### config.mk
export PLATFORM = sky130hd
export DESIGN_NAME = HazardControlTop
export DESIGN_NICKNAME = d
export VERILOG_FILES = /design/src/mipsIsaPkg.sv /design/src/pipeCtrlPkg.sv /design/src/InstrClassifier.sv /design/src/HazardDetector.sv /design/src/ExceptionFlush.sv /design/src/ControlMerge.sv /design/src/HazardControlTop.sv
export SDC_FILE = /design/constraint.sdc
export NUM_CORES = 1
export LEC_CHECK = 0
export BUFFER_PORTS_ARGS = -buffer_cell sky130_fd_sc_hd__clkbuf_2
export CAP_MARGIN = 40
export CORE_ASPECT_RATIO = 1.1
export CORE_MARGIN = 1.5
export CORE_UTILIZATION = 50
export CTS_CLUSTER_DIAMETER = 60
export DETAILED_ROUTE_END_ITERATION = 10
export PLACE_DENSITY = 0.75
export SYNTH_ARGS = -nofsm -noshare
export SYNTH_HDL_FRONTEND = slang
export SYNTH_SLANG_ARGS = --single-unit
### constraint.sdc
create_clock -name clk -period 6.56 [get_ports clk]
set_clock_uncertainty 0.05 [all_clocks]
set_input_delay 0.328 -clock clk [delete_from_list [all_inputs] [get_ports clk]]
set_output_delay 0.328 -clock clk [all_outputs]
set_load 0.01 [all_outputs]
### src/mipsIsaPkg.sv
/* MIPS ISA definitions used by the hazard controller:
   opcodes, funct codes, function classes and the instruction word views */
package mipsIsaPkg;

    // Primary opcodes
    localparam logic [5:0] OP_SPECIAL = 6'b000000;
    localparam logic [5:0] OP_J       = 6'b000010;
    localparam logic [5:0] OP_JAL     = 6'b000011;
    localparam logic [5:0] OP_BEQ     = 6'b000100;
    localparam logic [5:0] OP_BNE     = 6'b000101;
    localparam logic [5:0] OP_ORI     = 6'b001101;
    localparam logic [5:0] OP_LUI     = 6'b001111;
    localparam logic [5:0] OP_LB      = 6'b100000;
    localparam logic [5:0] OP_LW      = 6'b100011;
    localparam logic [5:0] OP_SW      = 6'b101011;

    // Funct codes under SPECIAL
    localparam logic [5:0] FN_SLL  = 6'b000000;
    localparam logic [5:0] FN_JR   = 6'b001000;
    localparam logic [5:0] FN_JALR = 6'b001001;
    localparam logic [5:0] FN_MFLO = 6'b010010;
    localparam logic [5:0] FN_MTLO = 6'b010011;
    localparam logic [5:0] FN_MULT = 6'b011000;
    localparam logic [5:0] FN_ADDU = 6'b100001;
    localparam logic [5:0] FN_SUBU = 6'b100011;

    // Coarse function class of an instruction
    typedef enum logic [2:0] {
        NOP       = 3'd0,
        CALC_R    = 3'd1,
        CALC_I    = 3'd2,
        MEM_READ  = 3'd3,
        MEM_WRITE = 3'd4,
        BRANCH    = 3'd5,
        JUMP      = 3'd6,
        MULTDIV   = 3'd7
    } funcClass;

    // One 32-bit word, seen as R-type or I-type
    typedef union packed {
        struct packed {
            logic [5:0] opcode;
            logic [4:0] rs;
            logic [4:0] rt;
            logic [4:0] rd;
            logic [4:0] shamt;
            logic [5:0] funct;
        } rType;
        struct packed {
            logic [5:0]  opcode;
            logic [4:0]  rs;
            logic [4:0]  rt;
            logic [15:0] imm;
        } iType;
    } instrWord;

endpackage

### src/pipeCtrlPkg.sv
/* Pipeline timing types and CP0 control codes */
package pipeCtrlPkg;

    localparam int T_WIDTH = 3; // Enough for Tnew of LB

    // Tuse or Tnew, in cycles
    typedef logic [T_WIDTH-1:0] tTime;

    // Operand never read
    localparam tTime TUSE_INF = 3'd7;

    // CP0 request to the pipeline
    typedef enum logic [1:0] {
        NONE  = 2'd0,
        KTEXT = 2'd1, // Enter handler
        ERET  = 2'd2  // Leave handler
    } kCtrl;

endpackage

### src/InstrClassifier.sv
/* Instruction classifier: decodes the ID instruction into
   function class, Tuse per source, Tnew and destination register */
`timescale 1ns/1ps

module InstrClassifier #(
    parameter int REG_ADDR_WIDTH = 5
) (
    input  mipsIsaPkg::instrWord        instr,
    output mipsIsaPkg::funcClass        instrClass,
    output pipeCtrlPkg::tTime           tuseRs,
    output pipeCtrlPkg::tTime           tuseRt,
    output pipeCtrlPkg::tTime           tnewId,
    output logic [REG_ADDR_WIDTH-1:0]   rsAddr,
    output logic [REG_ADDR_WIDTH-1:0]   rtAddr,
    output logic [REG_ADDR_WIDTH-1:0]   writeAddr,
    output logic                        isJumpBranch
);

    logic isNop; // All-zero word

    assign isNop = (instr.iType.opcode == mipsIsaPkg::OP_SPECIAL) && (instr.iType.rs == '0) &&
                   (instr.iType.rt == '0) && (instr.iType.imm == 16'h0000);

    assign rsAddr = instr.iType.rs;
    assign rtAddr = instr.iType.rt;

    assign isJumpBranch = (instrClass == mipsIsaPkg::BRANCH) || (instrClass == mipsIsaPkg::JUMP);

    always_comb begin
        instrClass = mipsIsaPkg::NOP;
        tuseRs     = pipeCtrlPkg::TUSE_INF;
        tuseRt     = pipeCtrlPkg::TUSE_INF;
        tnewId     = 3'd0;
        writeAddr  = '0;
        case (instr.rType.opcode)
            mipsIsaPkg::OP_SPECIAL: begin
                if (!isNop) begin
                    case (instr.rType.funct)
                        mipsIsaPkg::FN_ADDU, mipsIsaPkg::FN_SUBU, mipsIsaPkg::FN_SLL: begin
                            instrClass = mipsIsaPkg::CALC_R;
                            tuseRs     = (instr.rType.funct == mipsIsaPkg::FN_SLL) ?
                                         pipeCtrlPkg::TUSE_INF : 3'd1; // SLL shifts rt only
                            tuseRt     = 3'd1;
                            tnewId     = 3'd2;
                            writeAddr  = instr.rType.rd;
                        end
                        mipsIsaPkg::FN_JR: begin
                            instrClass = mipsIsaPkg::JUMP;
                            tuseRs     = 3'd0;
                        end
                        mipsIsaPkg::FN_JALR: begin
                            instrClass = mipsIsaPkg::JUMP;
                            tuseRs     = 3'd0;
                            tnewId     = 3'd1; // Link address ready in EX
                            writeAddr  = instr.rType.rd;
                        end
                        mipsIsaPkg::FN_MULT: begin
                            instrClass = mipsIsaPkg::MULTDIV;
                            tuseRs     = 3'd1;
                            tuseRt     = 3'd1;
                        end
                        mipsIsaPkg::FN_MTLO: begin
                            instrClass = mipsIsaPkg::MULTDIV;
                            tuseRs     = 3'd1;
                        end
                        mipsIsaPkg::FN_MFLO: begin
                            instrClass = mipsIsaPkg::MULTDIV;
                            tnewId     = 3'd2;
                            writeAddr  = instr.rType.rd;
                        end
                        default: ; // Unsupported funct treated as NOP
                    endcase
                end
            end
            mipsIsaPkg::OP_ORI, mipsIsaPkg::OP_LUI: begin
                instrClass = mipsIsaPkg::CALC_I;
                // LUI ignores rs and is ready one stage earlier
                tuseRs     = (instr.iType.opcode == mipsIsaPkg::OP_LUI) ?
                             pipeCtrlPkg::TUSE_INF : 3'd1;
                tnewId     = (instr.iType.opcode == mipsIsaPkg::OP_LUI) ? 3'd1 : 3'd2;
                writeAddr  = instr.iType.rt;
            end
            mipsIsaPkg::OP_LW, mipsIsaPkg::OP_LB: begin
                instrClass = mipsIsaPkg::MEM_READ;
                tuseRs     = 3'd1;
                tnewId     = (instr.iType.opcode == mipsIsaPkg::OP_LW) ? 3'd3 : 3'd5;
                writeAddr  = instr.iType.rt;
            end
            mipsIsaPkg::OP_SW: begin
                instrClass = mipsIsaPkg::MEM_WRITE;
                tuseRs     = 3'd1;
                tuseRt     = 3'd2; // Store data needed in MEM
            end
            mipsIsaPkg::OP_BEQ, mipsIsaPkg::OP_BNE: begin
                instrClass = mipsIsaPkg::BRANCH;
                tuseRs     = 3'd0;
                tuseRt     = 3'd0;
            end
            mipsIsaPkg::OP_J: begin
                instrClass = mipsIsaPkg::JUMP;
            end
            mipsIsaPkg::OP_JAL: begin
                instrClass = mipsIsaPkg::JUMP;
                tnewId     = 3'd1;
                writeAddr  = '1; // r31
            end
            default: ;
        endcase
    end

endmodule

### src/HazardDetector.sv
/* Hazard detector: tracks EX/MEM destinations with Tnew countdown
   and requests a stall on unready operands or a busy mult/div unit */
`timescale 1ns/1ps

module HazardDetector #(
    parameter int REG_ADDR_WIDTH = 5
) (
    input  logic                        clk,
    input  logic                        arstN,
    input  pipeCtrlPkg::tTime           tuseRs,
    input  pipeCtrlPkg::tTime           tuseRt,
    input  pipeCtrlPkg::tTime           tnewId,
    input  logic [REG_ADDR_WIDTH-1:0]   rsAddr,
    input  logic [REG_ADDR_WIDTH-1:0]   rtAddr,
    input  logic [REG_ADDR_WIDTH-1:0]   writeAddr,
    input  mipsIsaPkg::funcClass        instrClass,
    input  logic                        mdBusy,
    input  logic                        clrEx,
    input  logic                        clrMem,
    output logic                        stallReq
);

    logic [REG_ADDR_WIDTH-1:0] dstEx;
    logic [REG_ADDR_WIDTH-1:0] dstMem;
    pipeCtrlPkg::tTime         tnewEx;
    pipeCtrlPkg::tTime         tnewMem;
    logic                      stallRs;
    logic                      stallRt;
    logic                      stallMd;

    // One stage closer to the result, saturating at zero
    function automatic pipeCtrlPkg::tTime stepDown(input pipeCtrlPkg::tTime t);
        return (t == 3'd0) ? 3'd0 : t - 3'd1;
    endfunction

    always_ff @(posedge clk or negedge arstN) begin
        if (!arstN) begin
            dstEx   <= '0;
            tnewEx  <= 3'd0;
            dstMem  <= '0;
            tnewMem <= 3'd0;
        end else begin
            if (clrEx) begin // Bubble into EX
                dstEx  <= '0;
                tnewEx <= 3'd0;
            end else begin
                dstEx  <= writeAddr;
                tnewEx <= stepDown(tnewId);
            end
            if (clrMem) begin
                dstMem  <= '0;
                tnewMem <= 3'd0;
            end else begin
                dstMem  <= dstEx;
                tnewMem <= stepDown(tnewEx);
            end
        end
    end

    // r0 as a source never waits
    assign stallRs = (rsAddr != '0) &&
                     (((dstEx == rsAddr) && (tnewEx > tuseRs)) ||
                      ((dstMem == rsAddr) && (tnewMem > tuseRs)));
    assign stallRt = (rtAddr != '0) &&
                     (((dstEx == rtAddr) && (tnewEx > tuseRt)) ||
                      ((dstMem == rtAddr) && (tnewMem > tuseRt)));

    assign stallMd = mdBusy && (instrClass == mipsIsaPkg::MULTDIV);

    assign stallReq = stallRs || stallRt || stallMd;

endmodule

### src/ExceptionFlush.sv
/* Exception flush: decodes the CP0 request into flushes and write
   disables, and forms the macro PC from the per-stage PC record */
`timescale 1ns/1ps

module ExceptionFlush #(
    parameter int PC_WIDTH = 32
) (
    input  logic                  clk,
    input  logic                  arstN,
    input  pipeCtrlPkg::kCtrl     kCtrlCp0,
    input  logic                  bdCp0,
    input  logic [PC_WIDTH-1:0]   pcIf,
    input  logic [PC_WIDTH-1:0]   pcId,
    input  logic                  isJumpBranch,
    input  logic                  clrEx,
    input  logic                  clrMem,
    input  logic                  clrWb,
    output logic                  flushAll,
    output logic                  disMultDiv,
    output logic                  disDm,
    output logic                  disGrf,
    output logic [PC_WIDTH-1:0]   macroPc
);

    logic [PC_WIDTH-1:0] pcEx;
    logic [PC_WIDTH-1:0] pcMem;
    logic [PC_WIDTH-1:0] pcWb;
    logic                jbEx;
    logic                jbMem;
    logic                jbWb;

    // PC and jump/branch flag shift with the instruction
    always_ff @(posedge clk or negedge arstN) begin
        if (!arstN) begin
            pcEx  <= '0;
            pcMem <= '0;
            pcWb  <= '0;
            jbEx  <= 1'b0;
            jbMem <= 1'b0;
            jbWb  <= 1'b0;
        end else begin
            pcEx  <= clrEx ? '0 : pcId;
            jbEx  <= clrEx ? 1'b0 : isJumpBranch;
            pcMem <= clrMem ? '0 : pcEx;
            jbMem <= clrMem ? 1'b0 : jbEx;
            pcWb  <= clrWb ? '0 : pcMem;
            jbWb  <= clrWb ? 1'b0 : jbMem;
        end
    end

    assign flushAll   = (kCtrlCp0 == pipeCtrlPkg::KTEXT) || (kCtrlCp0 == pipeCtrlPkg::ERET);
    assign disMultDiv = flushAll;
    assign disDm      = flushAll;
    assign disGrf     = flushAll && bdCp0; // Delay slot victim keeps branch link out

    // Delay slot reports its branch, else oldest live PC
    always_comb begin
        if (jbWb)
            macroPc = pcWb;
        else if (pcMem != '0)
            macroPc = pcMem;
        else if (pcEx != '0)
            macroPc = pcEx;
        else if (pcId != '0)
            macroPc = pcId;
        else
            macroPc = pcIf; // Zero if the pipe is empty
    end

endmodule

### src/ControlMerge.sv
/* Control merge: combines stall and flush requests, flush first */
`timescale 1ns/1ps

module ControlMerge (
    input  logic stallReq,
    input  logic flushAll,
    output logic stallPc,
    output logic stallId,
    output logic clrId,
    output logic clrEx,
    output logic clrMem,
    output logic clrWb
);

    logic stallKept; // Stall surviving the flush

    assign stallKept = stallReq && !flushAll;

    assign stallPc = stallKept;
    assign stallId = stallKept;

    // EX is cleared by a stall bubble or by the flush
    assign clrEx  = stallKept || flushAll;
    assign clrId  = flushAll;
    assign clrMem = flushAll;
    assign clrWb  = flushAll;

endmodule

### src/HazardControlTop.sv
/* Hazard and flush controller of the five-stage pipeline */
`timescale 1ns/1ps

module HazardControlTop #(
    parameter int PC_WIDTH       = 32,
    parameter int REG_ADDR_WIDTH = 5
) (
    input  logic                  clk,
    input  logic                  arstN,
    input  mipsIsaPkg::instrWord  instrId,
    input  logic [PC_WIDTH-1:0]   pcIf,
    input  logic [PC_WIDTH-1:0]   pcId,
    input  logic                  mdBusy,
    input  pipeCtrlPkg::kCtrl     kCtrlCp0,
    input  logic                  bdCp0,
    output pipeCtrlPkg::tTime     tnewId,
    output logic [PC_WIDTH-1:0]   macroPc,
    output logic                  stallPc,
    output logic                  stallId,
    output logic                  clrId,
    output logic                  clrEx,
    output logic                  clrMem,
    output logic                  clrWb,
    output logic                  disMultDiv,
    output logic                  disDm,
    output logic                  disGrf
);

    mipsIsaPkg::funcClass        instrClass;
    pipeCtrlPkg::tTime           tuseRs;
    pipeCtrlPkg::tTime           tuseRt;
    logic [REG_ADDR_WIDTH-1:0]   rsAddr;
    logic [REG_ADDR_WIDTH-1:0]   rtAddr;
    logic [REG_ADDR_WIDTH-1:0]   writeAddr;
    logic                        isJumpBranch;
    logic                        stallReq;
    logic                        flushAll;

    InstrClassifier #(.REG_ADDR_WIDTH(REG_ADDR_WIDTH)) classifier0 (
        .instr(instrId), .instrClass(instrClass),
        .tuseRs(tuseRs), .tuseRt(tuseRt), .tnewId(tnewId),
        .rsAddr(rsAddr), .rtAddr(rtAddr), .writeAddr(writeAddr),
        .isJumpBranch(isJumpBranch)
    );

    HazardDetector #(.REG_ADDR_WIDTH(REG_ADDR_WIDTH)) hazard0 (
        .clk(clk), .arstN(arstN),
        .tuseRs(tuseRs), .tuseRt(tuseRt), .tnewId(tnewId),
        .rsAddr(rsAddr), .rtAddr(rtAddr), .writeAddr(writeAddr),
        .instrClass(instrClass), .mdBusy(mdBusy),
        .clrEx(clrEx), .clrMem(clrMem), .stallReq(stallReq)
    );

    ExceptionFlush #(.PC_WIDTH(PC_WIDTH)) flush0 (
        .clk(clk), .arstN(arstN),
        .kCtrlCp0(kCtrlCp0), .bdCp0(bdCp0),
        .pcIf(pcIf), .pcId(pcId), .isJumpBranch(isJumpBranch),
        .clrEx(clrEx), .clrMem(clrMem), .clrWb(clrWb),
        .flushAll(flushAll), .disMultDiv(disMultDiv), .disDm(disDm),
        .disGrf(disGrf), .macroPc(macroPc)
    );

    // Records above advance under these merged controls
    ControlMerge merge0 (
        .stallReq(stallReq), .flushAll(flushAll),
        .stallPc(stallPc), .stallId(stallId),
        .clrId(clrId), .clrEx(clrEx), .clrMem(clrMem), .clrWb(clrWb)
    );

endmodule

== After elaboration in Yosys (flattened, before gate mapping) ==
Index checks and enable logic that the tools add are counted.
Storage, ports and cells
  register bits after elaboration: 115
  latch bits: 0
  RAM bits: 0
  memory bits (read-only): 0
  output and inout bits: 44
  memories: 0
Operators by class
  $add $sub $neg: 2
  multiply operators: 0
  div/mod/pow operators: 0
  order comparisons: 4
  eq/ne operators: 25
  shifts and indexed selects: 0
  mux-type cells: 35
  bitwise logic cells: 0
  reductions and logical operators: 45
Operators by type and width (number)
  $mux 32: 7
  $reduce_bool 32->1: 3
  $mux 3: 12
  $eq 6x6->1 const B: 5
  $pmux 3 s3: 3
  $eq 6x4->1 const B: 4
  $pmux 3 s4: 2
  $eq 5x5->1: 4
  $mux 5: 4
  $eq 6x5->1 const B: 3
  $pmux 3 s6: 1
  $logic_not 16->1: 1
  $pmux 5 s3: 1
  $eq 6x2->1 const B: 2
  $eq 6x3->1 const B: 2
  $gt 3x3->1: 4
  $logic_and 1x1->1: 12
  $logic_not 6->1: 2
  $reduce_or 2->1: 6
  $reduce_or 4->1: 3
  $logic_not 5->1: 2
  $reduce_bool 5->1: 2
  $eq 3x3->1 const B: 3
  $reduce_or 3->1: 3
  other kinds (10): 20

== Longest topological paths before layout ==
Gate-level depths: netlist of the first run.
  depth after elaboration: 15
  gate-level depth with buffers: 16
  mapped depth without buffers: 13

== Hierarchy ==
From an unflattened synthesis of the first run, not the netlist that was laid out.
Unflattened totals
  cell total of the unflattened synthesis: 716
  area total of the unflattened synthesis: 6880.3 µm²
By module, submodules not included
  ExceptionFlush: times used 1, cells an instance 494, area an instance 5029.8 µm², seq. area each 2477.4 µm²
  HazardDetector: times used 1, cells an instance 112, area an instance 1117.3 µm², seq. area each 400.4 µm²
  InstrClassifier: times used 1, cells an instance 104, area an instance 690.7 µm², seq. area each 0.0 µm²
  ControlMerge: times used 1, cells an instance 6, area an instance 42.5 µm², seq. area each 0.0 µm²

== Worst setup path before layout of the first run ==
No wires, ideal clock.
  path kind: input port to output port
  from: input port instrId[16] (netlist name)
  to: output port stallPc
  arrival: 3059 ps
  slack: 3123 ps
  stages: 12
  path buffers: 1
  cells stage by stage: or4_4 or4_4 o2111ai_4 nand2_1 ha_1 nand2_1 o21ai_0 a21oi_1 a211o_1 nand4_1 o21a_1 buf_4
Between the ends
  cells in the longest elaborated chain, start to end: 12
  elaborated cells on any way between the ends: 29
  classes of those cells: 4 x order compare; 3 x eq/ne; 6 x mux; 16 x reduce/logical
Ends and longest elaborated chain
  from (decl): RTL line HazardControlTop.sv:10  | input mipsIsaPkg::instrWord instrId,
  $logic_not 5->1: RTL line InstrClassifier.sv:22  | (instr.iType.rt == '0) && (instr.iType.imm == 16'h0000);
  $logic_and 1x1->1: RTL line InstrClassifier.sv:21  | assign isNop = (instr.iType.opcode == mipsIsaPkg::OP_SPECIAL) && (instr.iType.rs == '0) &&
  $logic_and 1x1->1: RTL line InstrClassifier.sv:22
  $mux 3: RTL line InstrClassifier.sv:37  | if (!isNop) begin
  $pmux 3 s4 / $pmux 3 s3 (equally long branches): RTL line InstrClassifier.sv:35  | case (instr.rType.opcode)
  $gt 3x3->1, on equally long branches
  $logic_and 1x1->1, on equally long branches
  $logic_or 1x1->1, on equally long branches: RTL line HazardDetector.sv:62, HazardDetector.sv:65
  $logic_and 1x1->1, on equally long branches: RTL line HazardDetector.sv:61, HazardDetector.sv:64
  $logic_or 1x1->1: RTL line HazardDetector.sv:70  | assign stallReq = stallRs || stallRt || stallMd;
  $logic_or 1x1->1 (*): RTL line HazardDetector.sv:70
  $logic_and 1x1->1 (*): RTL line ControlMerge.sv:17  | assign stallKept = stallReq && !flushAll;
  to (decl): RTL line HazardControlTop.sv:18  | output logic stallPc,
Every way passes the cells marked *; elsewhere a longest branch is shown, timed or not.

== Worst setup path after layout of the first run ==
  from: input port instrId[16] (netlist name)
  to: output port clrEx
Between the ends
  cells in the longest elaborated chain, start to end: 13
  elaborated cells on any way between the ends: 30
  classes of those cells: 4 x order compare; 3 x eq/ne; 6 x mux; 17 x reduce/logical
Ends and longest elaborated chain
  $logic_not 5->1: RTL line InstrClassifier.sv:22
  $logic_and 1x1->1: RTL line InstrClassifier.sv:21
  $logic_and 1x1->1: RTL line InstrClassifier.sv:22
  $mux 3: RTL line InstrClassifier.sv:37
  $pmux 3 s4 / $pmux 3 s3 (equally long branches): RTL line InstrClassifier.sv:35
  $gt 3x3->1, on equally long branches
  $logic_and 1x1->1, on equally long branches
  $logic_or 1x1->1, on equally long branches: RTL line HazardDetector.sv:62, HazardDetector.sv:65
  $logic_and 1x1->1, on equally long branches: RTL line HazardDetector.sv:61, HazardDetector.sv:64
  $logic_or 1x1->1: RTL line HazardDetector.sv:70
  $logic_or 1x1->1 (*): RTL line HazardDetector.sv:70
  $logic_and 1x1->1 (*): RTL line ControlMerge.sv:17
  $logic_or 1x1->1 (*): RTL line ControlMerge.sv:23  | assign clrEx = stallKept || flushAll;
  to (decl): RTL line HazardControlTop.sv:21  | output logic clrEx,
Marked as above.

==> reports/summary.txt, run 1 <==
DETAILED ROUTING
--------------------------------------------------------------------------------
Residual DRC count                                                             0
Starting DRC count in detailed routing                                       455
Overall routed net length                                               16700 um
Mean number of vias per cell                                                5.51
DR vias                                                                     5737
Routed wirelength normalized by instance count                           16.0 um
First-pass DRT Iterations                                                      5
DRT antenna net count                                                          0

SYNTH
--------------------------------------------------------------------------------
Number of unique standard cell types used by synthesis                        51
Yosys warns                                                                    0
Share of cell area taken by muxes after synthesis                         0.159%
Share of synthesized flip-flops with an asynchronous set or reset           100%
Cell with the most instances after synthesis                        sky130_fd_sc_hd__dfrtp_1
Post-synthesis simple-gate area fraction                                   27.1%
Dominant cell type by area after synthesis                          sky130_fd_sc_hd__dfrtp_1
Mapped Area                                                          0.00628 mm2
Share of the synthesized area in compound gates (AO/OA/AOI/OAI)            13.5%
Post-synth EDFFs                                                               0
Fraction of synthesized cell area taken by the top area cell type          45.8%
Ranking of synthesized cells by area                                sky130_fd_sc_hd__dfrtp_1 46%, sky130_fd_sc_hd__o21ai_0 6.0%, sky130_fd_sc_hd__nor2_1 4.7%
Commonest cells post-synth                                          115 x sky130_fd_sc_hd__dfrtp_1, 79 x sky130_fd_sc_hd__nor2_1, 77 x sky130_fd_sc_hd__inv_1
Combinational family with the most area after synthesis             simple AND/OR/NAND/NOR gates
Syn_area_per_cell                                                       8.39 um2
Sequential cell area fraction in the yosys report                          45.8%
Count of mapped cells out of synthesis                                       749
Adder-cell share of the synthesized area                                   2.19%
Post-synthesis net count                                                     862
Post-synthesis share of cell area spent on xor and xnor gates              3.21%
Ys flop type                                                        sky130_fd_sc_hd__dfrtp_1
Number of synthesized register bits                                          115

WORST SETUP PATH
--------------------------------------------------------------------------------
Data arrival time of the critical path                                   3500 ps
Critical Path Start Type                                               input pin
Total buffers and inverters traversed by the critical path                     2
Maximum fanout along the worst path                                           39
Cell mode on critical path                                          sky130_fd_sc_hd__nand2_1
Cell family with most CP delay                                      simple AND/OR/NAND/NOR gates
Sort of element at the end of the critical path                      output port
Biggest cell delay along the critical path                                540 ps
Crit path max-delay cell type                                       sky130_fd_sc_hd__or4_4
Endpoint required time on the critical path                              6180 ps
Crit path cell chain                                                clkbuf_2 > or4_4 > or4_4 > o2111ai_4 > nand2_1 > ha_1 > nand2_1 > o21ai_0 > a21oi_1 > mux2i_1 > o211ai_1 > and4_4 > nand2_1 > clkbuf_2
Kind of critical path                                                     in2out

PWR
--------------------------------------------------------------------------------
Leakage                                                                  3.75 nW
Ratio of total power to cell area                                     251 mW/mm2
Final Power                                                              1.93 mW
Largest voltage drop on the vdd net                                     0.135 mV

STA
--------------------------------------------------------------------------------
Period utilisation layout                                                  59.1%
Worst Tran Pin Value                                                      684 ps
Tmin final                                                               3880 ps
Final-layout setup total negative slack                                     0 ps
Max-slew violation total from the final report                                 0
RSZ-0062 raised after global routing                                          no
Final setup violation count                                                    0
Fmax                                                                   0.258 GHz
Headroom to the max-slew limit                                             54.0%
Final-report hold violation count                                              0

FLOORPLAN
--------------------------------------------------------------------------------
Boundary pin count                                                           146
Die Wd                                                                    110 um
Total Die Area                                                        0.0133 mm2
Initial core utilization                                                   51.8%
Core region area                                                      0.0121 mm2
Cell Rows                                                                     42
Height of the chip                                                        121 um

FINISH
--------------------------------------------------------------------------------
Final-stage net count                                                        987
Fraction of final layout cells sized beyond drive strength 1               22.2%
Finished Layout Cells                                                       1041
Total inserted antenna cells                                                   0
Final core utilization                                                     63.4%
Area growth syn-to-layout                                                  22.5%

WORST HOLD PATH
--------------------------------------------------------------------------------
Worst Hold Class                                                          in2reg

GRT
--------------------------------------------------------------------------------
First-pass GRT wire length                                              27100 um
Total global routing track utilization                                     27.0%
Via count of the first global-routing pass                                  5460
Antenna violations before repair                                               0
Maximum number of pins on one net before global-route repair                  65
Total grt overflow                                                             0

FLOW RUN
--------------------------------------------------------------------------------
Number of max-cap violations                                                   0

CLOCKING
--------------------------------------------------------------------------------
CTS tree                                                                    done
Clock-pin transition on the worst setup and hold timing paths              60 ps
H-tree depth reported by CTS                                                   4
Maximum count of clock buffers along a single path                             2
Clock root buffer                                                   sky130_fd_sc_hd__clkbuf_16
Inserted Clock Buffers                                                        17
Clock insertion delay at the later pin of the skew report                 410 ps
Clk sink count                                                               115

PLACE
--------------------------------------------------------------------------------
Count of buffers inserted at the top-level ports                             145
Routability-driven placement congestion ratio                              0.898
Hpwl dp                                                                 12300 um
Inst Count DP                                                               1008

OUTCOME
--------------------------------------------------------------------------------
Result of the run                                                   complete, no violations

[power breakdown]
part	internal, mW	total, mW	switching, mW
Sequential	0.749	0.771	0.0226
Combinational	0.0894	0.224	0.134
Clock	0.617	0.938	0.321
Total	1.45	1.93	0.478
[per-layer routing]
layer / vias to the layer above / wire, um / global-route usage, %
met5: - / 0 / 0
met4: 0 / 561 / 12.1
met3: 41 / 1220 / 7.01
met2: 251 / 7990 / 42.9
met1: 2640 / 6910 / 34.4
li1: 2805 / - / -
[cells in the final DEF (no fill, tap or decap), drive strengths merged, types with 2 or more instances in the layout]
cell type	n
a21o	2
a21oi	39
a2bb2oi	2
a31oi	3
a32oi	6
and2	42
and3	39
buf	9
bufinv	3
clkbuf	164
clkinv	6
clkinvlp	2
dfrtp	115
ha	11
inv	79
nand2	50
nand2b	4
nand3	8
nand4	10
nor2	79
nor3	40
nor3b	2
nor4	34
nor4b	2
o2111ai	2
o21a	5
o21ai	75
o22ai	3
o32a	2
o41ai	2
or2	4
or3	3
or4	5
xnor2	17
xor2	6
[logic make-up after synthesis]
| family | count (synthesis) |
|---|---|
| AND/OR/NAND/NOR | 327 |
| buffers and inverters | 126 |
| XOR/XNOR | 23 |
| AO/OA/AOI/OAI | 146 |
| adder cells (fa/ha/maj) | 11 |
| multiplexers | 1 |
| flip-flops | 115 |
[area by class of cell]
| cell class | instances | area (um2) |
|---|---|---|
| clock buffer | 20 | 457 |
| clock inverter | 12 | 155 |
| fill | 1031 | 4440 |
| inverter | 78 | 293 |
| multi-input combinational | 508 | 2910 |
| sequential | 115 | 2880 |
| tap | 154 | 193 |
| timing repair buffer | 154 | 818 |
[path summary, 6_finish.rpt]
path | startpoint | to | cells after the start | slack (ps)
worst max-delay path | instrId[16] | clrEx | 14 | 2680
worst max register to register | hazard0.tnewEx[2]$_DFF_PN0_ | flush0.pcEx[29]$_DFF_PN0_ | 8 | 4350
worst min-delay path | pcId[30] | flush0.pcEx[30]$_DFF_PN0_ | 2 | 130
max in group asynchronous | arstN | hazard0.dstEx[1]$_DFF_PN0_ | 4 | 5100
worst min register to register | flush0.jbMem$_DFF_PN0_ | flush0.jbWb$_DFF_PN0_ | 1 | 400
min in group asynchronous | arstN | flush0.pcWb[27]$_DFF_PN0_ | 2 | 320
[state kept, by name, indices dropped and copies added, names as in the netlist]
| register | count |
|---|---|
| flush0.jbEx | 1 |
| flush0.jbMem | 1 |
| flush0.jbWb | 1 |
| flush0.pcEx | 32 |
| flush0.pcMem | 32 |
| flush0.pcWb | 32 |
| hazard0.dstEx | 5 |
| hazard0.dstMem | 5 |
| hazard0.tnewEx | 3 |
| hazard0.tnewMem | 3 |
[worst reg2reg max path: cells and delay by family (launching register included)]
kind,cells,cell delay (ps)
fa+ha+maj,1,370
compound gates,3,340
flops,1,450
mux,1,100
simple gates,3,820
[through the flow]
| step | instance area [um2] | worst slack, ps | hold slack [ps] |
|---|---|---|---|
| global placement | 7050 | 2800 | 207 |
| global route | 7700 | 2480 | 129 |
| detailed placement | 7080 | 2700 | 210 |
| CTS | 7700 | 2700 | 130 |
| floorplan | 6280 | 3120 | -17.6 |
| finish | 7700 | 2680 | 133 |
[what timing repair did]
item                      CTS  global route
setup buffers               0             0
hold buffers                1             0
gates resized for setup     0             0
hold endpoints to repair   29             0
No activity file was read; power rests on OpenSTA's default activity.
==> run 2: changes to the inputs <==
- CORE_UTILIZATION: 50 -> 49
- PLACE_DENSITY: 0.75 -> 0.77
- clock period: 6.56 -> 3.3 ns (I/O delays scaled with it)
==> run 2 against run 1 <==
  * Final area increased by 7.2%
  * Die area grew 2.0%
  * Total power grew 110%
  * Combinational power grew 120%
  * Core utilization up 2.2 points
  * Register-to-register slack lost 3400 ps
  * Sequential share of layout area down 2.5 points
  * Flip-flop and latch count unchanged
  * Largest power group unchanged
  * Global-route usage fell by 1.5 points
==> reports/summary.txt, run 2 (synthesized netlist as in run 1, its figures left out) <==
WORST SETUP PATH
----------------------------------------------------------------------------
Kind of critical path                                                 in2out
Sort of element at the end of the critical path                  output port
Origin of the critical flop-to-flop path                        hazard0.dstEx[2]$_DFF_PN0_
Number of cells on the worst reg-to-reg path                               9
Crit path cell chain                                            buf_6 > or4_4 > or4_4 > o2111ai_4 > nand2_4 > ha_4 > nand2_1 > o21ai_0 > a21oi_1 > a211o_1 > nand4_1 > o21a_1 > buf_2
Data arrival time of the critical path                               2990 ps
Crit path max-delay cell type                                   sky130_fd_sc_hd__or4_4
Cell mode on critical path                                      sky130_fd_sc_hd__or4_4
Endpoint required time on the critical path                          3080 ps
Maximum fanout along the worst path                                        4
Biggest cell delay along the critical path                            550 ps
Critical Path Start Type                                           input pin
Reg-to-Reg End                                                  flush0.pcEx[19]$_DFF_PN0_
Register-to-register setup slack                                      990 ps

DETAILED ROUTING
----------------------------------------------------------------------------
First-pass DRT Iterations                                                  5
Mean number of vias per cell                                            5.48
Routed wirelength normalized by instance count                       15.9 um
Residual DRC count                                                         0
Starting DRC count in detailed routing                                   377
Overall routed net length                                           17300 um
DR vias                                                                 5978
DRT antenna net count                                                      0

CLOCKING
----------------------------------------------------------------------------
Inserted Clock Buffers                                                    17
Maximum count of clock buffers along a single path                         2
CTS tree                                                                done
Clock insertion delay at the later pin of the skew report             420 ps
Clk sink count                                                           115
H-tree depth reported by CTS                                               4
Clock-pin transition on the worst setup and hold timing paths          50 ps
Clock root buffer                                               sky130_fd_sc_hd__clkbuf_16

FLOORPLAN
----------------------------------------------------------------------------
Initial core utilization                                               49.9%
Height of the chip                                                    122 um
Total Die Area                                                    0.0135 mm2
Core region area                                                  0.0126 mm2
Die Wd                                                                111 um
Cell Rows                                                                 43
Boundary pin count                                                       146

PWR
----------------------------------------------------------------------------
Ratio of total power to cell area                                 481 mW/mm2
Final Power                                                          3.97 mW
Largest voltage drop on the vdd net                                 0.340 mV
Leakage                                                              3.99 nW

PLACE
----------------------------------------------------------------------------
Inst Count DP                                                           1029
Worst setup timing slack at the placement stage                     -67.7 ps
Count of buffers inserted at the top-level ports                         145
Routability-driven placement congestion ratio                          0.943
Hpwl dp                                                             12400 um
Area after detailed placement                                    0.00725 mm2

STA
----------------------------------------------------------------------------
RSZ-0062 raised after global routing                                     yes
Max-slew violation total from the final report                             0
Worst Tran Pin Value                                                  690 ps
Fmax                                                               0.312 GHz
Hold WS                                                              7.93 ps
Post-route worst setup slack                                         93.5 ps
Final-report hold violation count                                          0
Period utilisation layout                                              97.2%
Tmin final                                                           3210 ps
Headroom to the max-slew limit                                         53.9%
Final-layout setup total negative slack                                 0 ps
Final setup violation count                                                0

WORST HOLD PATH
----------------------------------------------------------------------------
Cell depth of the worst min-delay path                                     2
Worst Hold Class                                                      in2reg
Launch point of the worst hold path                                 pcId[11]
Worst hold endpoint                                             flush0.pcEx[11]$_DFF_PN0_

FINISH
----------------------------------------------------------------------------
Total inserted antenna cells                                               0
Fraction of final layout cells sized beyond drive strength 1           24.5%
Post-route cell area                                             0.00826 mm2
Leading registers by flop count                                 flush0.pcEx (32), flush0.pcMem (32), flush0.pcWb (32)
Finished Layout Cells                                                   1091
Combined area of the multi-input logic cells                     0.00297 mm2
Final core utilization                                                 65.6%
Fill cell count                                                         1011
Final-stage net count                                                   1034
Leading cell type in the layout, fill and taps excluded         sky130_fd_sc_hd__clkbuf_2
Area growth syn-to-layout                                              31.4%
Most frequent cells in the layout                               141 x sky130_fd_sc_hd__clkbuf_2, 115 x sky130_fd_sc_hd__dfrtp_1, 79 x sky130_fd_sc_hd__nor2_1
Sequential cell area                                             0.00288 mm2

GRT
----------------------------------------------------------------------------
Antenna violations before repair                                           0
Via count of the first global-routing pass                              5631
First-pass GRT wire length                                          26800 um
Total grt overflow                                                         0
Maximum number of pins on one net before global-route repair              71
Total global routing track utilization                                 25.5%

FLOW RUN
----------------------------------------------------------------------------
Number of max-cap violations                                               0

OUTCOME
----------------------------------------------------------------------------
Result of the run                                               complete, no violations

[run 2: area by class of cell]
class / instances / share of cell area [%]
multi-input combinational: 508 / 36.0
timing repair buffer: 201 / 15.6
tap: 157 / 2.38
sequential: 115 / 34.9
clock buffer: 18 / 5.20
clock inverter: 14 / 2.44
inverter: 78 / 3.55
[run 2: routing by layer]
layer	up-vias	wire [um]	GRT usage, %
li1	2896	-	-
met3	61	1020	5.52
met2	228	8880	46.1
met5	-	0	0
met4	0	688	13.3
met1	2793	6750	28.4
[run 2: repair_timing]
item | 4_1_cts | 5_1_grt
hold endpoints to repair | 140 | 1
hold buffers | 26 | 1
setup buffers | 0 | 3
gates resized for setup | 0 | 19
setup endpoints to repair | 0 | 3
[run 2: where the power goes]
| group | internal, mW | total, mW | switching, mW |
|---|---|---|---|
| Combinational | 0.211 | 0.489 | 0.278 |
| Sequential | 1.49 | 1.53 | 0.0461 |
| Clock | 1.27 | 1.95 | 0.675 |
[run 2: worst max-delay path by stage]
stage | start | end | slack (ps)
after CTS | instrId[16] | clrEx | 3
final | instrId[23] | stallId | 90
after global routing | instrId[23] | stallPc | -40
after detailed placement | instrId[16] | flush0.pcEx[28]$_DFF_PN0_ | -70
after floorplan | instrId[16] | flush0.pcEx[0]$_DFF_PN0_ | 150
after global placement | instrId[21] | flush0.pcEx[26]$_DFF_PN0_ | 30
[run 2: critical path, delay by kind of cell]
family                     cells  cell delay [ps]
buffers and inverters          2              230
adders and majority gates      1              300
and+or+nand+nor                5             1340
AOI/OAI and AO/OA              5              960
==> run 3: changes to the inputs <==
- RECOVER_POWER: default -> 50
==> run 3 against run 2 <==
  * The run now ends with capacitance limit, slew limit left
  * Total power down 0.17%
  * Non-clock buffer count unchanged
  * Worst hold slack worse by 3.4 ps
  * Sequential power about the same
  * Count of clock-buffer cells in the layout unchanged
  * Final area down 0.52%
  * Critical path type unchanged
==> reports/summary.txt, run 3 (synthesized netlist as in run 1, its figures left out) <==
PWR
----------------------------------------------------------------------------
Largest voltage drop on the vdd net                                 0.341 mV
Final Power                                                          3.96 mW
Ratio of total power to cell area                                 482 mW/mm2
Leakage                                                              3.97 nW

GRT
----------------------------------------------------------------------------
Antenna violations before repair                                           0
First-pass GRT wire length                                          26800 um
Total global routing track utilization                                 25.5%
Via count of the first global-routing pass                              5631
Total grt overflow                                                         0
Maximum number of pins on one net before global-route repair              71

FINISH
----------------------------------------------------------------------------
Final core utilization                                                 65.2%
Fill cell count                                                         1013
Leading registers by flop count                                 flush0.pcEx (32), flush0.pcMem (32), flush0.pcWb (32)
Leading cell type in the layout, fill and taps excluded         sky130_fd_sc_hd__clkbuf_2
Area growth syn-to-layout                                              30.7%
Final-stage net count                                                   1034
Most frequent cells in the layout                               142 x sky130_fd_sc_hd__clkbuf_2, 115 x sky130_fd_sc_hd__dfrtp_1, 79 x sky130_fd_sc_hd__nor2_1
Fraction of final layout cells sized beyond drive strength 1           24.3%
Total inserted antenna cells                                               0

FLOORPLAN
----------------------------------------------------------------------------
Cell Rows                                                                 43
Core region area                                                  0.0126 mm2
Initial core utilization                                               49.9%
Boundary pin count                                                       146
Total Die Area                                                    0.0135 mm2
Height of the chip                                                    122 um
Die Wd                                                                111 um

WORST SETUP PATH
----------------------------------------------------------------------------
Kind of critical path                                                 in2out
Crit path cell chain                                            buf_6 > or4_4 > or4_4 > o2111ai_4 > nand2_4 > ha_4 > nand2_1 > o21ai_0 > a21oi_1 > a211o_1 > nand4_1 > o21a_1 > buf_2
Data arrival time of the critical path                               3000 ps
Critical Path Start Type                                           input pin
Sort of element at the end of the critical path                  output port
Cell mode on critical path                                      sky130_fd_sc_hd__or4_4
Biggest cell delay along the critical path                            550 ps
Endpoint required time on the critical path                          3080 ps
Maximum fanout along the worst path                                        4
Crit path max-delay cell type                                   sky130_fd_sc_hd__or4_4

OUTCOME
----------------------------------------------------------------------------
Result of the run                                               finished, violations left
Failing checks                                                  capacitance limit, slew limit

WORST HOLD PATH
----------------------------------------------------------------------------
Worst Hold Class                                                      in2reg

PLACE
----------------------------------------------------------------------------
Count of buffers inserted at the top-level ports                         145
Hpwl dp                                                             12400 um
Worst setup timing slack at the placement stage                     -67.7 ps
Routability-driven placement congestion ratio                          0.943

CLOCKING
----------------------------------------------------------------------------
Clock root buffer                                               sky130_fd_sc_hd__clkbuf_16
Maximum count of clock buffers along a single path                         2
CTS tree                                                                done
Clock-pin transition on the worst setup and hold timing paths          50 ps
Inserted Clock Buffers                                                    17
H-tree depth reported by CTS                                               4
Clock insertion delay at the later pin of the skew report             420 ps
Clk sink count                                                           115

FLOW RUN
----------------------------------------------------------------------------
Number of max-cap violations                                               2

DETAILED ROUTING
----------------------------------------------------------------------------
DR vias                                                                 5994
Mean number of vias per cell                                            5.49
DRT antenna net count                                                      0
Routed wirelength normalized by instance count                       15.8 um
Residual DRC count                                                         0
Starting DRC count in detailed routing                                   341
Overall routed net length                                           17300 um
First-pass DRT Iterations                                                  5

STA
----------------------------------------------------------------------------
Headroom to the max-slew limit                                        -41.5%
Final-layout setup total negative slack                                 0 ps
Worst Tran Pin Value                                                 2120 ps
Post-route worst setup slack                                         89.1 ps
Max-slew violation total from the final report                           117
Fmax                                                               0.311 GHz
RSZ-0062 raised after global routing                                     yes
Tmin final                                                           3210 ps
Period utilisation layout                                              97.3%
Final setup violation count                                                0
Final-report hold violation count                                          0

[run 3: cell count changes in the layout (fill, tap and decap cells not counted), sizes merged]
| cell | change |
|---|---|
| buf | -3 |
| clkbuf | +3 |
[run 3: path summary, 6_finish.rpt]
path | startpoint | slack (ps) | depth (start not counted) | end
max reg2reg | hazard0.dstEx[2]$_DFF_PN0_ | 1000 | 9 | flush0.pcEx[19]$_DFF_PN0_
min reg2reg | flush0.jbEx$_DFF_PN0_ | 400 | 1 | flush0.jbMem$_DFF_PN0_
min | pcId[4] | 5 | 2 | flush0.pcEx[4]$_DFF_PN0_
min in group asynchronous | arstN | 810 | 3 | flush0.pcWb[5]$_DFF_PN0_
max | instrId[23] | 90 | 13 | stallId
max in group asynchronous | arstN | 1000 | 3 | flush0.pcMem[16]$_DFF_PN0_
[run 3: area by class of cell]
cell class	count	area [um2]	area share, %
Multi-Input combinational cell	508	2970	36.2
Sequential cell	115	2880	35.0
Clock buffer	18	429	5.23
Clock inverter	14	201	2.45
Tap cell	157	196	2.39
Inverter	78	293	3.56
Timing Repair Buffer	201	1240	15.1
[run 3: power by group]
part           switching, mW  total [mW]  internal (mW)
Clock                  0.676        1.95           1.27
Sequential            0.0460        1.53           1.49
Combinational          0.276       0.482          0.205
[run 3: per-stage QoR]
stage	cell area, um2	hold slack [ps]	std cells
after global placement	7230	282	1028
final	8210	4.52	1091
after detailed placement	7250	130	1029
after CTS	8140	0.874	1087
after global routing	8210	4.83	1091
after floorplan	6280	-181	749
[run 3: metal layers]
metal  vias up  global-route usage, %  routed length [um]
met5         -                      0                   0
met4         0                   13.3                 745
met3        67                   5.52                 964
met2       237                   46.1                8860
met1      2792                   28.4                6690
li1       2898                      -                   -
[run 3: timing repair]
action	in CTS	in global routing
resized for setup	0	19
endpoints found under the hold margin	140	1
hold buffers	26	1
buffers inserted	0	3
endpoints found under the setup margin	0	3
[run 3: critical path, delay by kind of cell]
family | cells | cell delay [ps]
fa+ha+maj | 1 | 300
simple gates | 5 | 1350
buf+inv | 2 | 230
compound gates | 5 | 960
